==> src/rtl/nn_fixed_pkg.sv <==
package nn_fixed_pkg;

    ////////////////////////////////////////////////////////////////////////////
    // fixed point formats
    ////////////////////////////////////////////////////////////////////////////

    // unsigned activation, value range [0, 2)
    localparam int ACTIVATION_WIDTH = 9;

    // signed weight, same binary point as the activation
    localparam int WEIGHT_WIDTH = 16;

    // fraction bits of both formats
    localparam int FRACTION = 8;

    // signed accumulator
    // wide enough for a full dot product of 16 terms
    localparam int ACC_WIDTH = 32;

    ////////////////////////////////////////////////////////////////////////////
    // saturation
    ////////////////////////////////////////////////////////////////////////////

    // largest activation, value the neuron clips to
    localparam logic [ACTIVATION_WIDTH-1:0] ACT_MAX = {ACTIVATION_WIDTH{1'b1}};

endpackage

==> src/rtl/nn_load_pkg.sv <==
package nn_load_pkg;

    import nn_fixed_pkg::*;

    ////////////////////////////////////////////////////////////////////////////
    // load port layout
    ////////////////////////////////////////////////////////////////////////////

    // a weight word needs 26 bits, two spare at the top
    localparam int LOAD_WIDTH = 28;

    // neuron and index fields, up to 16 neurons
    localparam int NEURON_FIELD = 4;

    // layer field, up to 4 layers
    localparam int LAYER_FIELD = 2;

    localparam int WEIGHT_PAD = LOAD_WIDTH - LAYER_FIELD - 2 * NEURON_FIELD - WEIGHT_WIDTH;
    localparam int SAMPLE_PAD = LOAD_WIDTH - NEURON_FIELD - ACTIVATION_WIDTH;

    // selects the view of load_data
    typedef enum logic {
        LOAD_WEIGHT = 1'b0,
        LOAD_SAMPLE = 1'b1
    } load_kind_e;

    // weight view, value lands at (layer, index) of one neuron
    typedef struct packed {
        logic [WEIGHT_PAD-1:0]          pad;
        logic [LAYER_FIELD-1:0]         layer;
        logic [NEURON_FIELD-1:0]        neuron;
        logic [NEURON_FIELD-1:0]        index;
        logic signed [WEIGHT_WIDTH-1:0] value;
    } weight_load_s;

    // sample view, one element of the input vector
    typedef struct packed {
        logic [SAMPLE_PAD-1:0]       pad;
        logic [NEURON_FIELD-1:0]     index;
        logic [ACTIVATION_WIDTH-1:0] activation;
    } sample_load_s;

    typedef union packed {
        weight_load_s weight;
        sample_load_s sample;
    } load_word_u;

endpackage

==> src/rtl/activation_collector.sv <==
`timescale 1ns/100ps

module activation_collector #(
    parameter int NEURON_NUM = 4
) (
    input  logic                                                  clk,
    input  logic                                                  rst,
    input  logic [NEURON_NUM-1:0][nn_fixed_pkg::ACTIVATION_WIDTH-1:0] out_act,
    input  logic [NEURON_NUM-1:0]                                 out_valid,
    input  logic [NEURON_NUM-1:0]                                 out_sat,
    input  logic                                                  run_start,
    output logic [NEURON_NUM-1:0][nn_fixed_pkg::ACTIVATION_WIDTH-1:0] layer_vector,
    output logic                                                  layer_done,
    output logic                                                  overflow
);

    logic layer_ready;

    // neurons run in lockstep, all valid in one cycle
    assign layer_ready = &out_valid;

    // layer result, held until the next layer ends
    always_ff @(posedge clk) begin
        if (layer_ready) begin
            layer_vector <= out_act;
        end
    end

    always_ff @(posedge clk) begin
        if (rst) begin
            layer_done <= 1'b0;
            overflow   <= 1'b0;
        end else begin
            layer_done <= layer_ready;
            // sticky over the whole run
            if (run_start) begin
                overflow <= 1'b0;
            end else if (layer_ready && |out_sat) begin
                overflow <= 1'b1;
            end
        end
    end

endmodule

==> src/rtl/layer_feed.sv <==
`timescale 1ns/100ps

module layer_feed #(
    parameter int NEURON_NUM = 4
) (
    input  logic                                                  clk,
    input  logic                                                  rst,
    input  logic                                                  load_valid,
    input  nn_load_pkg::load_kind_e                               load_kind,
    input  nn_load_pkg::load_word_u                               load_data,
    input  logic [nn_load_pkg::LAYER_FIELD-1:0]                   layer,
    input  logic                                                  layer_go,
    input  logic [NEURON_NUM-1:0][nn_fixed_pkg::ACTIVATION_WIDTH-1:0] layer_vector,
    output logic [nn_fixed_pkg::ACTIVATION_WIDTH-1:0]             feed_act,
    output logic [nn_load_pkg::NEURON_FIELD-1:0]                  feed_index,
    output logic                                                  feed_valid,
    output logic                                                  feed_last
);

    import nn_fixed_pkg::*;
    import nn_load_pkg::*;

    logic [NEURON_NUM-1:0][ACTIVATION_WIDTH-1:0] sample_vec;
    logic [NEURON_NUM-1:0][ACTIVATION_WIDTH-1:0] stream_vec;
    logic [NEURON_FIELD-1:0]                     count;
    logic                                        streaming;
    logic                                        sample_wr;
    logic                                        count_last;

    assign sample_wr = load_valid && (load_kind == LOAD_SAMPLE) &&
                       (load_data.sample.index < NEURON_NUM);

    assign count_last = (count == NEURON_FIELD'(NEURON_NUM - 1));

    // input sample, written by the host between runs
    always_ff @(posedge clk) begin
        if (sample_wr) begin
            sample_vec[load_data.sample.index] <= load_data.sample.activation;
        end
    end

    // layer 0 reads the sample, later layers the previous result
    always_ff @(posedge clk) begin
        if (layer_go) begin
            stream_vec <= (layer == '0) ? sample_vec : layer_vector;
        end
    end

    ////////////////////////////////////////////////////////////////////////////
    // element stream, one per cycle
    ////////////////////////////////////////////////////////////////////////////

    always_ff @(posedge clk) begin
        if (rst) begin
            streaming  <= 1'b0;
            count      <= '0;
            feed_valid <= 1'b0;
            feed_last  <= 1'b0;
        end else begin
            feed_valid <= streaming;
            feed_last  <= streaming && count_last;
            if (layer_go) begin
                streaming <= 1'b1;
                count     <= '0;
            end else if (streaming) begin
                count <= count + 1'b1;
                if (count_last) begin
                    streaming <= 1'b0;
                end
            end
        end
    end

    always_ff @(posedge clk) begin
        if (streaming) begin
            feed_act   <= stream_vec[count];
            feed_index <= count;
        end
    end

endmodule

==> src/rtl/layer_sequencer.sv <==
`timescale 1ns/100ps

module layer_sequencer #(
    parameter int LAYER_MAX = 2
) (
    input  logic                               clk,
    input  logic                               rst,
    input  logic                               start,
    input  logic                               layer_done,
    input  logic                               result_ready,
    output logic [nn_load_pkg::LAYER_FIELD-1:0] layer,
    output logic                               layer_go,
    output logic                               run_start,
    output logic                               result_valid
);

    import nn_load_pkg::*;

    localparam logic [1:0] ST_IDLE = 2'd0;
    localparam logic [1:0] ST_GO   = 2'd1;
    localparam logic [1:0] ST_WAIT = 2'd2;
    localparam logic [1:0] ST_DONE = 2'd3;

    logic [1:0] state;
    logic       last_layer;

    // only place that knows the network depth
    assign last_layer = (layer == LAYER_FIELD'(LAYER_MAX - 1));

    // moore outputs
    assign layer_go     = (state == ST_GO);
    assign result_valid = (state == ST_DONE);

    ////////////////////////////////////////////////////////////////////////////
    // run FSM
    ////////////////////////////////////////////////////////////////////////////

    always_ff @(posedge clk) begin
        if (rst) begin
            state     <= ST_IDLE;
            layer     <= '0;
            run_start <= 1'b0;
        end else begin
            run_start <= 1'b0;
            case (state)
                ST_IDLE: begin
                    // start only counts here, busy or pending result drops it
                    if (start) begin
                        state     <= ST_GO;
                        layer     <= '0;
                        run_start <= 1'b1;
                    end
                end
                ST_GO: begin
                    state <= ST_WAIT;
                end
                ST_WAIT: begin
                    if (layer_done) begin
                        if (last_layer) begin
                            state <= ST_DONE;
                        end else begin
                            layer <= layer + 1'b1;
                            state <= ST_GO;
                        end
                    end
                end
                ST_DONE: begin
                    // hold result until the host takes it
                    if (result_ready) begin
                        state <= ST_IDLE;
                    end
                end
                default: begin
                    state <= ST_IDLE;
                end
            endcase
        end
    end

endmodule

==> src/rtl/neuron.sv <==
`timescale 1ns/100ps

module neuron #(
    parameter int NEURON_NUM   = 4,
    parameter int LAYER_MAX    = 2,
    parameter int NEURON_INDEX = 0
) (
    input  logic                                      clk,
    input  logic                                      rst,
    input  logic                                      load_valid,
    input  nn_load_pkg::load_kind_e                   load_kind,
    input  nn_load_pkg::load_word_u                   load_data,
    input  logic [nn_load_pkg::LAYER_FIELD-1:0]       layer,
    input  logic                                      layer_go,
    input  logic [nn_fixed_pkg::ACTIVATION_WIDTH-1:0] feed_act,
    input  logic [nn_load_pkg::NEURON_FIELD-1:0]      feed_index,
    input  logic                                      feed_valid,
    input  logic                                      feed_last,
    output logic [nn_fixed_pkg::ACTIVATION_WIDTH-1:0] out_act,
    output logic                                      out_valid,
    output logic                                      out_sat
);

    import nn_fixed_pkg::*;
    import nn_load_pkg::*;

    localparam int DEPTH      = LAYER_MAX * NEURON_NUM;
    localparam int ADDR_WIDTH = $clog2(DEPTH);

    logic signed [WEIGHT_WIDTH-1:0] weight_mem [DEPTH];
    logic signed [WEIGHT_WIDTH-1:0] weight;
    logic [ADDR_WIDTH-1:0]          wr_addr;
    logic [ADDR_WIDTH-1:0]          rd_addr;
    logic                           wr_en;
    logic signed [ACC_WIDTH-1:0]    product;
    logic signed [ACC_WIDTH-1:0]    acc;
    logic signed [ACC_WIDTH-1:0]    shifted;
    logic                           negative;
    logic                           too_big;

    ////////////////////////////////////////////////////////////////////////////
    // weight memory, one row of NEURON_NUM weights per layer
    ////////////////////////////////////////////////////////////////////////////

    assign wr_en = load_valid && (load_kind == LOAD_WEIGHT) &&
                   (load_data.weight.neuron == NEURON_FIELD'(NEURON_INDEX)) &&
                   (load_data.weight.layer < LAYER_MAX) &&
                   (load_data.weight.index < NEURON_NUM);

    assign wr_addr = ADDR_WIDTH'(load_data.weight.layer * NEURON_NUM + load_data.weight.index);
    assign rd_addr = ADDR_WIDTH'(layer * NEURON_NUM + feed_index);

    always_ff @(posedge clk) begin
        if (wr_en) begin
            weight_mem[wr_addr] <= load_data.weight.value;
        end
    end

    assign weight = weight_mem[rd_addr];

    // activation is unsigned, extend by a zero before the signed multiply
    assign product = $signed({1'b0, feed_act}) * weight;

    always_ff @(posedge clk) begin
        if (layer_go) begin
            acc <= '0;
        end else if (feed_valid) begin
            acc <= acc + product;
        end
    end

    always_ff @(posedge clk) begin
        if (rst) begin
            out_valid <= 1'b0;
        end else begin
            out_valid <= feed_valid && feed_last;
        end
    end

    ////////////////////////////////////////////////////////////////////////////
    // rescale, ReLU, clip
    ////////////////////////////////////////////////////////////////////////////

    assign shifted  = acc >>> FRACTION;
    assign negative = shifted[ACC_WIDTH-1];
    assign too_big  = |shifted[ACC_WIDTH-2:ACTIVATION_WIDTH];

    always_comb begin
        if (negative) begin
            out_act = '0;
        end else if (too_big) begin
            out_act = ACT_MAX;
        end else begin
            out_act = shifted[ACTIVATION_WIDTH-1:0];
        end
    end

    // negative sums are not saturation
    assign out_sat = !negative && too_big;

endmodule

==> src/rtl/nn_top.sv <==
`timescale 1ns/100ps

module nn_top #(
    parameter int NEURON_NUM = 4,
    parameter int LAYER_MAX  = 2
) (
    input  logic                                                  clk,
    input  logic                                                  rst,
    input  logic                                                  load_valid,
    input  nn_load_pkg::load_kind_e                               load_kind,
    input  logic [nn_load_pkg::LOAD_WIDTH-1:0]                    load_data,
    input  logic                                                  start,
    output logic [NEURON_NUM-1:0][nn_fixed_pkg::ACTIVATION_WIDTH-1:0] result,
    output logic                                                  result_valid,
    input  logic                                                  result_ready,
    output logic                                                  overflow
);

    import nn_fixed_pkg::*;
    import nn_load_pkg::*;

    load_word_u                                  load_word;
    logic [LAYER_FIELD-1:0]                      layer;
    logic                                        layer_go;
    logic                                        run_start;
    logic                                        layer_done;
    logic [NEURON_NUM-1:0][ACTIVATION_WIDTH-1:0] layer_vector;
    logic [ACTIVATION_WIDTH-1:0]                 feed_act;
    logic [NEURON_FIELD-1:0]                     feed_index;
    logic                                        feed_valid;
    logic                                        feed_last;
    logic [NEURON_NUM-1:0][ACTIVATION_WIDTH-1:0] out_act;
    logic [NEURON_NUM-1:0]                       out_valid;
    logic [NEURON_NUM-1:0]                       out_sat;

    // raw host word, decoded per load_kind downstream
    assign load_word = load_data;

    // last layer output is the network result
    assign result = layer_vector;

    layer_sequencer #(
        .LAYER_MAX(LAYER_MAX)
    ) sequencer (
        .clk         (clk         ),
        .rst         (rst         ),
        .start       (start       ),
        .layer_done  (layer_done  ),
        .result_ready(result_ready),
        .layer       (layer       ),
        .layer_go    (layer_go    ),
        .run_start   (run_start   ),
        .result_valid(result_valid)
    );

    layer_feed #(
        .NEURON_NUM(NEURON_NUM)
    ) feed (
        .clk         (clk         ),
        .rst         (rst         ),
        .load_valid  (load_valid  ),
        .load_kind   (load_kind   ),
        .load_data   (load_word   ),
        .layer       (layer       ),
        .layer_go    (layer_go    ),
        .layer_vector(layer_vector),
        .feed_act    (feed_act    ),
        .feed_index  (feed_index  ),
        .feed_valid  (feed_valid  ),
        .feed_last   (feed_last   )
    );

    ////////////////////////////////////////////////////////////////////////////
    // neuron array, all share the feed broadcast
    ////////////////////////////////////////////////////////////////////////////

    for (genvar i = 0; i < NEURON_NUM; i++) begin : g_neuron
        neuron #(
            .NEURON_NUM  (NEURON_NUM),
            .LAYER_MAX   (LAYER_MAX ),
            .NEURON_INDEX(i         )
        ) neuron_i (
            .clk       (clk         ),
            .rst       (rst         ),
            .load_valid(load_valid  ),
            .load_kind (load_kind   ),
            .load_data (load_word   ),
            .layer     (layer       ),
            .layer_go  (layer_go    ),
            .feed_act  (feed_act    ),
            .feed_index(feed_index  ),
            .feed_valid(feed_valid  ),
            .feed_last (feed_last   ),
            .out_act   (out_act[i]  ),
            .out_valid (out_valid[i]),
            .out_sat   (out_sat[i]  )
        );
    end

    activation_collector #(
        .NEURON_NUM(NEURON_NUM)
    ) collector (
        .clk         (clk         ),
        .rst         (rst         ),
        .out_act     (out_act     ),
        .out_valid   (out_valid   ),
        .out_sat     (out_sat     ),
        .run_start   (run_start   ),
        .layer_vector(layer_vector),
        .layer_done  (layer_done  ),
        .overflow    (overflow    )
    );

endmodule
==> config.mk <==
export PLATFORM = sky130hd
export DESIGN_NAME = nn_top
export DESIGN_NICKNAME = d
export VERILOG_FILES = /design/src/rtl/nn_fixed_pkg.sv /design/src/rtl/nn_load_pkg.sv /design/src/rtl/activation_collector.sv /design/src/rtl/layer_feed.sv /design/src/rtl/layer_sequencer.sv /design/src/rtl/neuron.sv /design/src/rtl/nn_top.sv
export SDC_FILE = /design/constraint.sdc
export NUM_CORES = 2
export LEC_CHECK = 0
export BUFFER_PORTS_ARGS = -buffer_cell sky130_fd_sc_hd__clkbuf_2
export CAP_MARGIN = 20
export CORE_ASPECT_RATIO = 0.5
export CORE_MARGIN = 2
export CORE_UTILIZATION = 60
export CTS_CLUSTER_DIAMETER = 150
export DETAILED_ROUTE_END_ITERATION = 8
export PLACE_DENSITY = 0.76
export SETUP_SLACK_MARGIN = 0.1
export SLEW_MARGIN = 0
export SYNTH_ARGS = -nofsm -noshare
export SYNTH_HDL_FRONTEND = slang
export SYNTH_SLANG_ARGS = --single-unit
==> constraint.sdc <==
create_clock -name clk -period 11.5 [get_ports clk]
set_clock_uncertainty 0.15 [all_clocks]
set_input_delay 2.3 -clock clk [delete_from_list [all_inputs] [get_ports clk]]
set_output_delay 2.3 -clock clk [all_outputs]
set_load 0.01 [all_outputs]
* Word level (Yosys, flattened, before mapping)
Memory sizes are Yosys's and may differ from the RTL's. Cells that the tools add are included.
Cells by class: eq/ne operators 12, reductions and logical operators 41, magnitude comparators 6, mux-type cells 31, add/sub/neg operators 8, div/mod/pow operators 0, shift-type cells 0, bitwise logic cells 2, $mul 4
Operator list (number):
- 32-bit adder | 4
- 10-bit by 16-bit multiplier with 26-bit output | 4
- 15-bit OR reduction | 4
- 9-bit two-way mux | 6
- 36-bit bitwise mux | 1
- 36-bit two-way mux | 1
- 1-bit logical AND | 23
- 9-bit binary-select mux with 2-bit select | 1
- 9-bit demux with 2-bit select | 1
- 4-bit by 3-bit less-than comparator with 1-bit output (second input constant) | 4
- 2-bit two-way mux | 7
- 4-bit by 2-bit equality test with 1-bit output (second input constant) | 3
- 1-bit two-way mux | 12
- 2-bit one-hot mux with 4 select lines | 1
- 3-bit adder | 2
- 2-bit OR reduction | 3
- 4-bit by 1-bit adder with 4-bit output (second input constant) | 1
- 2-bit by 1-bit equality test with 1-bit output (second input constant) | 2
- 2-bit equality test (second input constant) | 2
- 4-bit by 1-bit equality test with 1-bit output (second input constant) | 1
- 4-bit by 1-bit >= comparator with 1-bit output (second input constant) | 1
- 1-bit zero test | 4
- 2-bit zero test | 2
- 4-bit zero test | 1
- 10 further kinds | 13
Storage, ports and cells: memory bits (writable) 512, word-level logic and storage cells 136, bits in read-only memories 0, memories kept 4, output and inout bits 38, bits of input ports 34, bits in latches 0, flip-flop bits (word level) 263
Memories:
- g_neuron[0].neuron_i.weight_mem | depth 8, bits a word 16, rd ports 1, clocked after memory_dff 0, write ports 1, RTL line neuron.sv:30 | logic signed [WEIGHT_WIDTH-1:0] weight_mem [DEPTH];
- g_neuron[1].neuron_i.weight_mem | depth 8, bits a word 16, rd ports 1, clocked after memory_dff 0, write ports 1, RTL line neuron.sv:30
- g_neuron[2].neuron_i.weight_mem | depth 8, bits a word 16, rd ports 1, clocked after memory_dff 0, write ports 1, RTL line neuron.sv:30
- g_neuron[3].neuron_i.weight_mem | depth 8, bits a word 16, rd ports 1, clocked after memory_dff 0, write ports 1, RTL line neuron.sv:30

* Depth between registers and ports, before layout
word-level depth 7, depth in mapped cells 40

* By module
From an unflattened synthesis, not the netlist that was laid out.
Unflattened totals: cells, all modules 4952, area, all modules 57447.6 µm²
By module, submodules not included:
- neuron at g_neuron[2].neuron_i | instances 1, cells an instance 1177, area each 13185.1 µm²
- neuron at g_neuron[1].neuron_i | instances 1, cells an instance 1186, area each 13066.3 µm²
- neuron at g_neuron[0].neuron_i | instances 1, cells an instance 1169, area each 13046.3 µm²
- neuron at g_neuron[3].neuron_i | instances 1, cells an instance 1173, area each 13046.3 µm²
- layer_feed | instances 1, cells an instance 170, area each 3657.3 µm²
- activation_collector | instances 1, cells an instance 43, area each 1153.6 µm²
- layer_sequencer | instances 1, cells an instance 34, area each 292.8 µm²

* Least setup slack after synthesis
Ideal clock, no wire load.
kind register to register, from reg feed.feed_index[0] (netlist bit), to reg g_neuron[1].neuron_i.acc[31], slack 2.228 ns, stages on the path, launching flop included 35, clock period less this slack 9.272 ns, library setup time 0.070 ns, arrival 9.052 ns, path through edfxtp_1 -> buf_2 -> clkbuf_1 -> buf_1 -> mux4_2 -> mux2i_1 -> nor2b_1 -> fa_1 -> fa_1 -> inv_1 -> fa_1 -> inv_1 -> fa_1 -> inv_1 -> fa_1 -> inv_1 -> ha_1 -> a21oi_1 -> a21boi_0 -> o41a_1 -> a41oi_1 -> a21oi_1 -> a21o_1 -> a21oi_1 -> xnor2_1 -> ha_1 -> and2_1 -> and4_1 -> and3_1 -> a211o_1 -> and4_1 -> a2111o_1 -> xnor2_1 -> or3_1 -> a21oi_1
On the way: cells in the longest elaborated chain, start to end 4
RTL lines:
- start, declared | RTL line layer_feed.sv:15 | output logic [nn_load_pkg::NEURON_FIELD-1:0] feed_index,
- start signal, assigned | RTL line layer_feed.sv:77 | feed_index <= count;
- 3-bit adder | RTL line neuron.sv:51 | assign rd_addr = ADDR_WIDTH'(layer * NEURON_NUM + feed_index);
- memory read 8 x 16 bit
- 10-bit by 16-bit multiplier with 26-bit output | RTL line neuron.sv:62 | assign product = $signed({1'b0, feed_act}) * weight;
- 32-bit adder | RTL line neuron.sv:68 | acc <= acc + product;
- end signal, assigned | RTL line neuron.sv:68
- end, declared | RTL line neuron.sv:36 | logic signed [ACC_WIDTH-1:0] acc;
Every way passes these cells. A chain may end at the register's enable or synchronous reset.

* Worst setup path in the final report
from reg feed.feed_index[0] (netlist bit), to reg g_neuron[0].neuron_i.acc[31]
On the way: cells in the longest elaborated chain, start to end 4
RTL lines (RTL line):
- 3-bit adder | neuron.sv:51
- memory read 8 x 16 bit
- 10-bit by 16-bit multiplier with 26-bit output | neuron.sv:62
- 32-bit adder | neuron.sv:68
- end signal, assigned | neuron.sv:68
- end, declared | neuron.sv:36
Every way passes these cells.

==> results.yml <==
outcome:
  status: "completed"
synth:
  synth_seq_area_share_pct: 38.80
  synth_cell_types: 78
  syn_area_per_cell_um2: 11.60
  synth-async-reset-ratio_pct: 0
  synth_nets: 5745
  syn-cell-area_um2: 56280
  syn_inst: 4854
  synth_flop_cell: "edfxtp_1"
  synth_edf_count: 632
  yosys_warnings: 0
  ys_seq_elements: 775
critical_path:
  worstPathArrival_ps: 10760
  crit_fanout: 45
  slowest_delay_ps: 630
  ff2ff_path_depth: 36
  start_kind: "register"
  worst_r2r_startpoint: "feed.feed_index[0]"
  worstPathRequired_ps: 11920
  path_delay_family: "adder cells"
  r2r-end: "g_neuron[0].neuron_i.acc[31]"
  crit_type: "reg -> reg"
  cpMaxStageDelayCell: "xnor2_1"
  cp-end-kind: "register"
  crit_top_cell: "fa_1"
  rrSetupSlack_ps: 1160
  path_buf_inv: 7
global_route:
  grt_pass1_wl_um: 211200
  antenna_found_initial: 7
  grt_overflow: 0
  grt_pass1_vias: 37879
  grt_max_degree: 112
  grt.total_usage_pct: 28.66
min_path:
  min_from: "sequencer.run_start"
  hp-class: "reg -> reg"
  min_to: "collector.overflow"
  hold_depth: 1
cts:
  cts_tree: "built"
  cts_setup_buffers: 0
  clock_latency_ps: 700
  root_buffer: "clkbuf_16"
  cts_sinks: 775
  cts_max_level: 3
  cts_buffer_depth: 3
  numCtsBuffers: 71
  clkTransAtPathRegs_ps: 60
  cts_resized: 0
  cts_hold_buf: 0
finish:
  layout_common_cells: "inv_1, edfxtp_1, fa_1"
  stdcell_count: 6227
  final_util_pct: 65.26
  area_growth_pct: 7.727
  drive_gt1_share_pct: 10.10
  fin_nets: 5814
  final_common_cell: "inv_1"
  finish.instance_area_um2: 60630
route:
  top_layer: "met4"
  first_pass_iters: 6
  num_vias: 36791
  first_iter_violations: 3321
  wl_per_cell_um: 21.60
  wl_met3_um: 13720
  ant_nets: 0
  wl_met2_um: 60500
  met1_length_um: 56790
  drcViolationCount: 0
  vias_per_cell: 5.908
  wirelength_um: 134500
timing:
  clock.fmax_mhz: 96.71
  rsz0062_at_grt: "false"
  setup_viol: 0
  fin_crit_sh_pct: 89.91
  fin_tns_setup_ps: 0
  slew_headroom_pct: 19.05
  worst_pin_slew_ps: 1206
  hold_violations: 0
  period_needed_ps: 10340
  drv_slew: 0
placed_design:
  dp_hpwl_um: 94960
  dpl-instance-area_um2: 58250
  place_inst: 6102
  place.port_buffers: 69
  gp_congestion: 0.9001
die:
  die_h_um: 220.6
  dieWidth_um: 437.1
  fp.dieArea_um2: 96420
  start_util_pct: 60.58
  core_area_um2: 92910
  ioPinCount: 72
  std_cell_rows: 79
run:
  maxCapViolations: 0
-- stage by stage --
step	setup WS, ps	hold WS (ps)
after floorplan	2228	223.2
after global placement	1439	268.5
after detailed placement	1283	255.7
after CTS	1254	264.4
after global routing	671.3	276.7
final	1160	259.4
-- area by class of cell --
cell class	instances	area (um2)
Fill cell	6759	32280
Multi-Input combinational cell	3218	31170
Sequential cell	775	21850
Inverter	706	2655
Clock buffer	90	1899
Tap cell	1255	1570
Timing Repair Buffer	151	1069
Clock inverter	31	417.9
Antenna cell	1	2.502
-- cell usage after synthesis (all sizes together), types with 102 or more instances --
master,count,area (um2)
mux4,137,3085
and2,151,944.7
mux2i,102,1021
nand2,390,1464
dfxtp,143,2863
o21ai,130,650.6
a21oi,196,984.7
inv,706,2650
ha,365,4567
nor2,276,1036
edfxtp,632,18980
clkbuf,125,513.0
nor2b,148,925.9
xnor2,157,1375
fa,492,9849
-- worst reg2reg max path: cells and delay by family (launching register included) --
family                   cells  cell delay (ps)
buffers and inverters        7             1360
AO/OA/AOI/OAI               14             2760
multiplexers                 2              780
AND/OR/NAND/NOR              5              980
flip-flops                   1              380
XOR/XNOR                     1              630
adder cells (fa/ha/maj)      7             3190
-- per-layer routing --
layer | track usage [%] | vias to the layer above
met5 | 0 | -
met4 | 8.356 | 0
met3 | 6.432 | 234
met2 | 45.06 | 1500
met1 | 40.38 | 18399
li1 | - | 16658
-- how the worst max path moves through the flow --
stage                                  start                           end  slack, ps  cells after the start
after global placement    feed.feed_index[0]  g_neuron[0].neuron_i.acc[31]       1440                     36
after CTS                 feed.feed_index[0]  g_neuron[0].neuron_i.acc[31]       1250                     36
after floorplan           feed.feed_index[0]  g_neuron[1].neuron_i.acc[31]       2230                     34
final                     feed.feed_index[0]  g_neuron[0].neuron_i.acc[31]       1160                     36
after detailed placement  feed.feed_index[0]  g_neuron[0].neuron_i.acc[31]       1280                     36
after global routing      feed.feed_index[0]  g_neuron[0].neuron_i.acc[31]        670                     36
-- flip-flops by register name, summed over array words and instances (netlist names) --
name	cells
collector.layer_done	1
collector.layer_vector	36
collector.overflow	1
feed.count	4
feed.feed_act	9
feed.feed_index	3
feed.feed_last	1
feed.feed_valid	1
feed.sample_vec	36
feed.stream_vec	36
feed.streaming	1
g_neuron.neuron_i.acc	128
g_neuron.neuron_i.out_valid	1
g_neuron.neuron_i.weight_mem	512
sequencer.layer	2
sequencer.run_start	1
sequencer.state	2
-- cell families after synthesis --
kind of cell,count (synthesis),share of synthesized area (%)
multiplexers,324,8.997
adder cells (fa/ha/maj),857,25.61
flip-flops,775,38.80
buffers and inverters,861,5.864
XOR/XNOR,212,3.299
AO/OA/AOI/OAI,616,7.009
AND/OR/NAND/NOR,1209,10.41
Power is left out: the tool's default activity adds up to more than one toggle a clock period on the data nets, which glitch-free logic cannot reach.
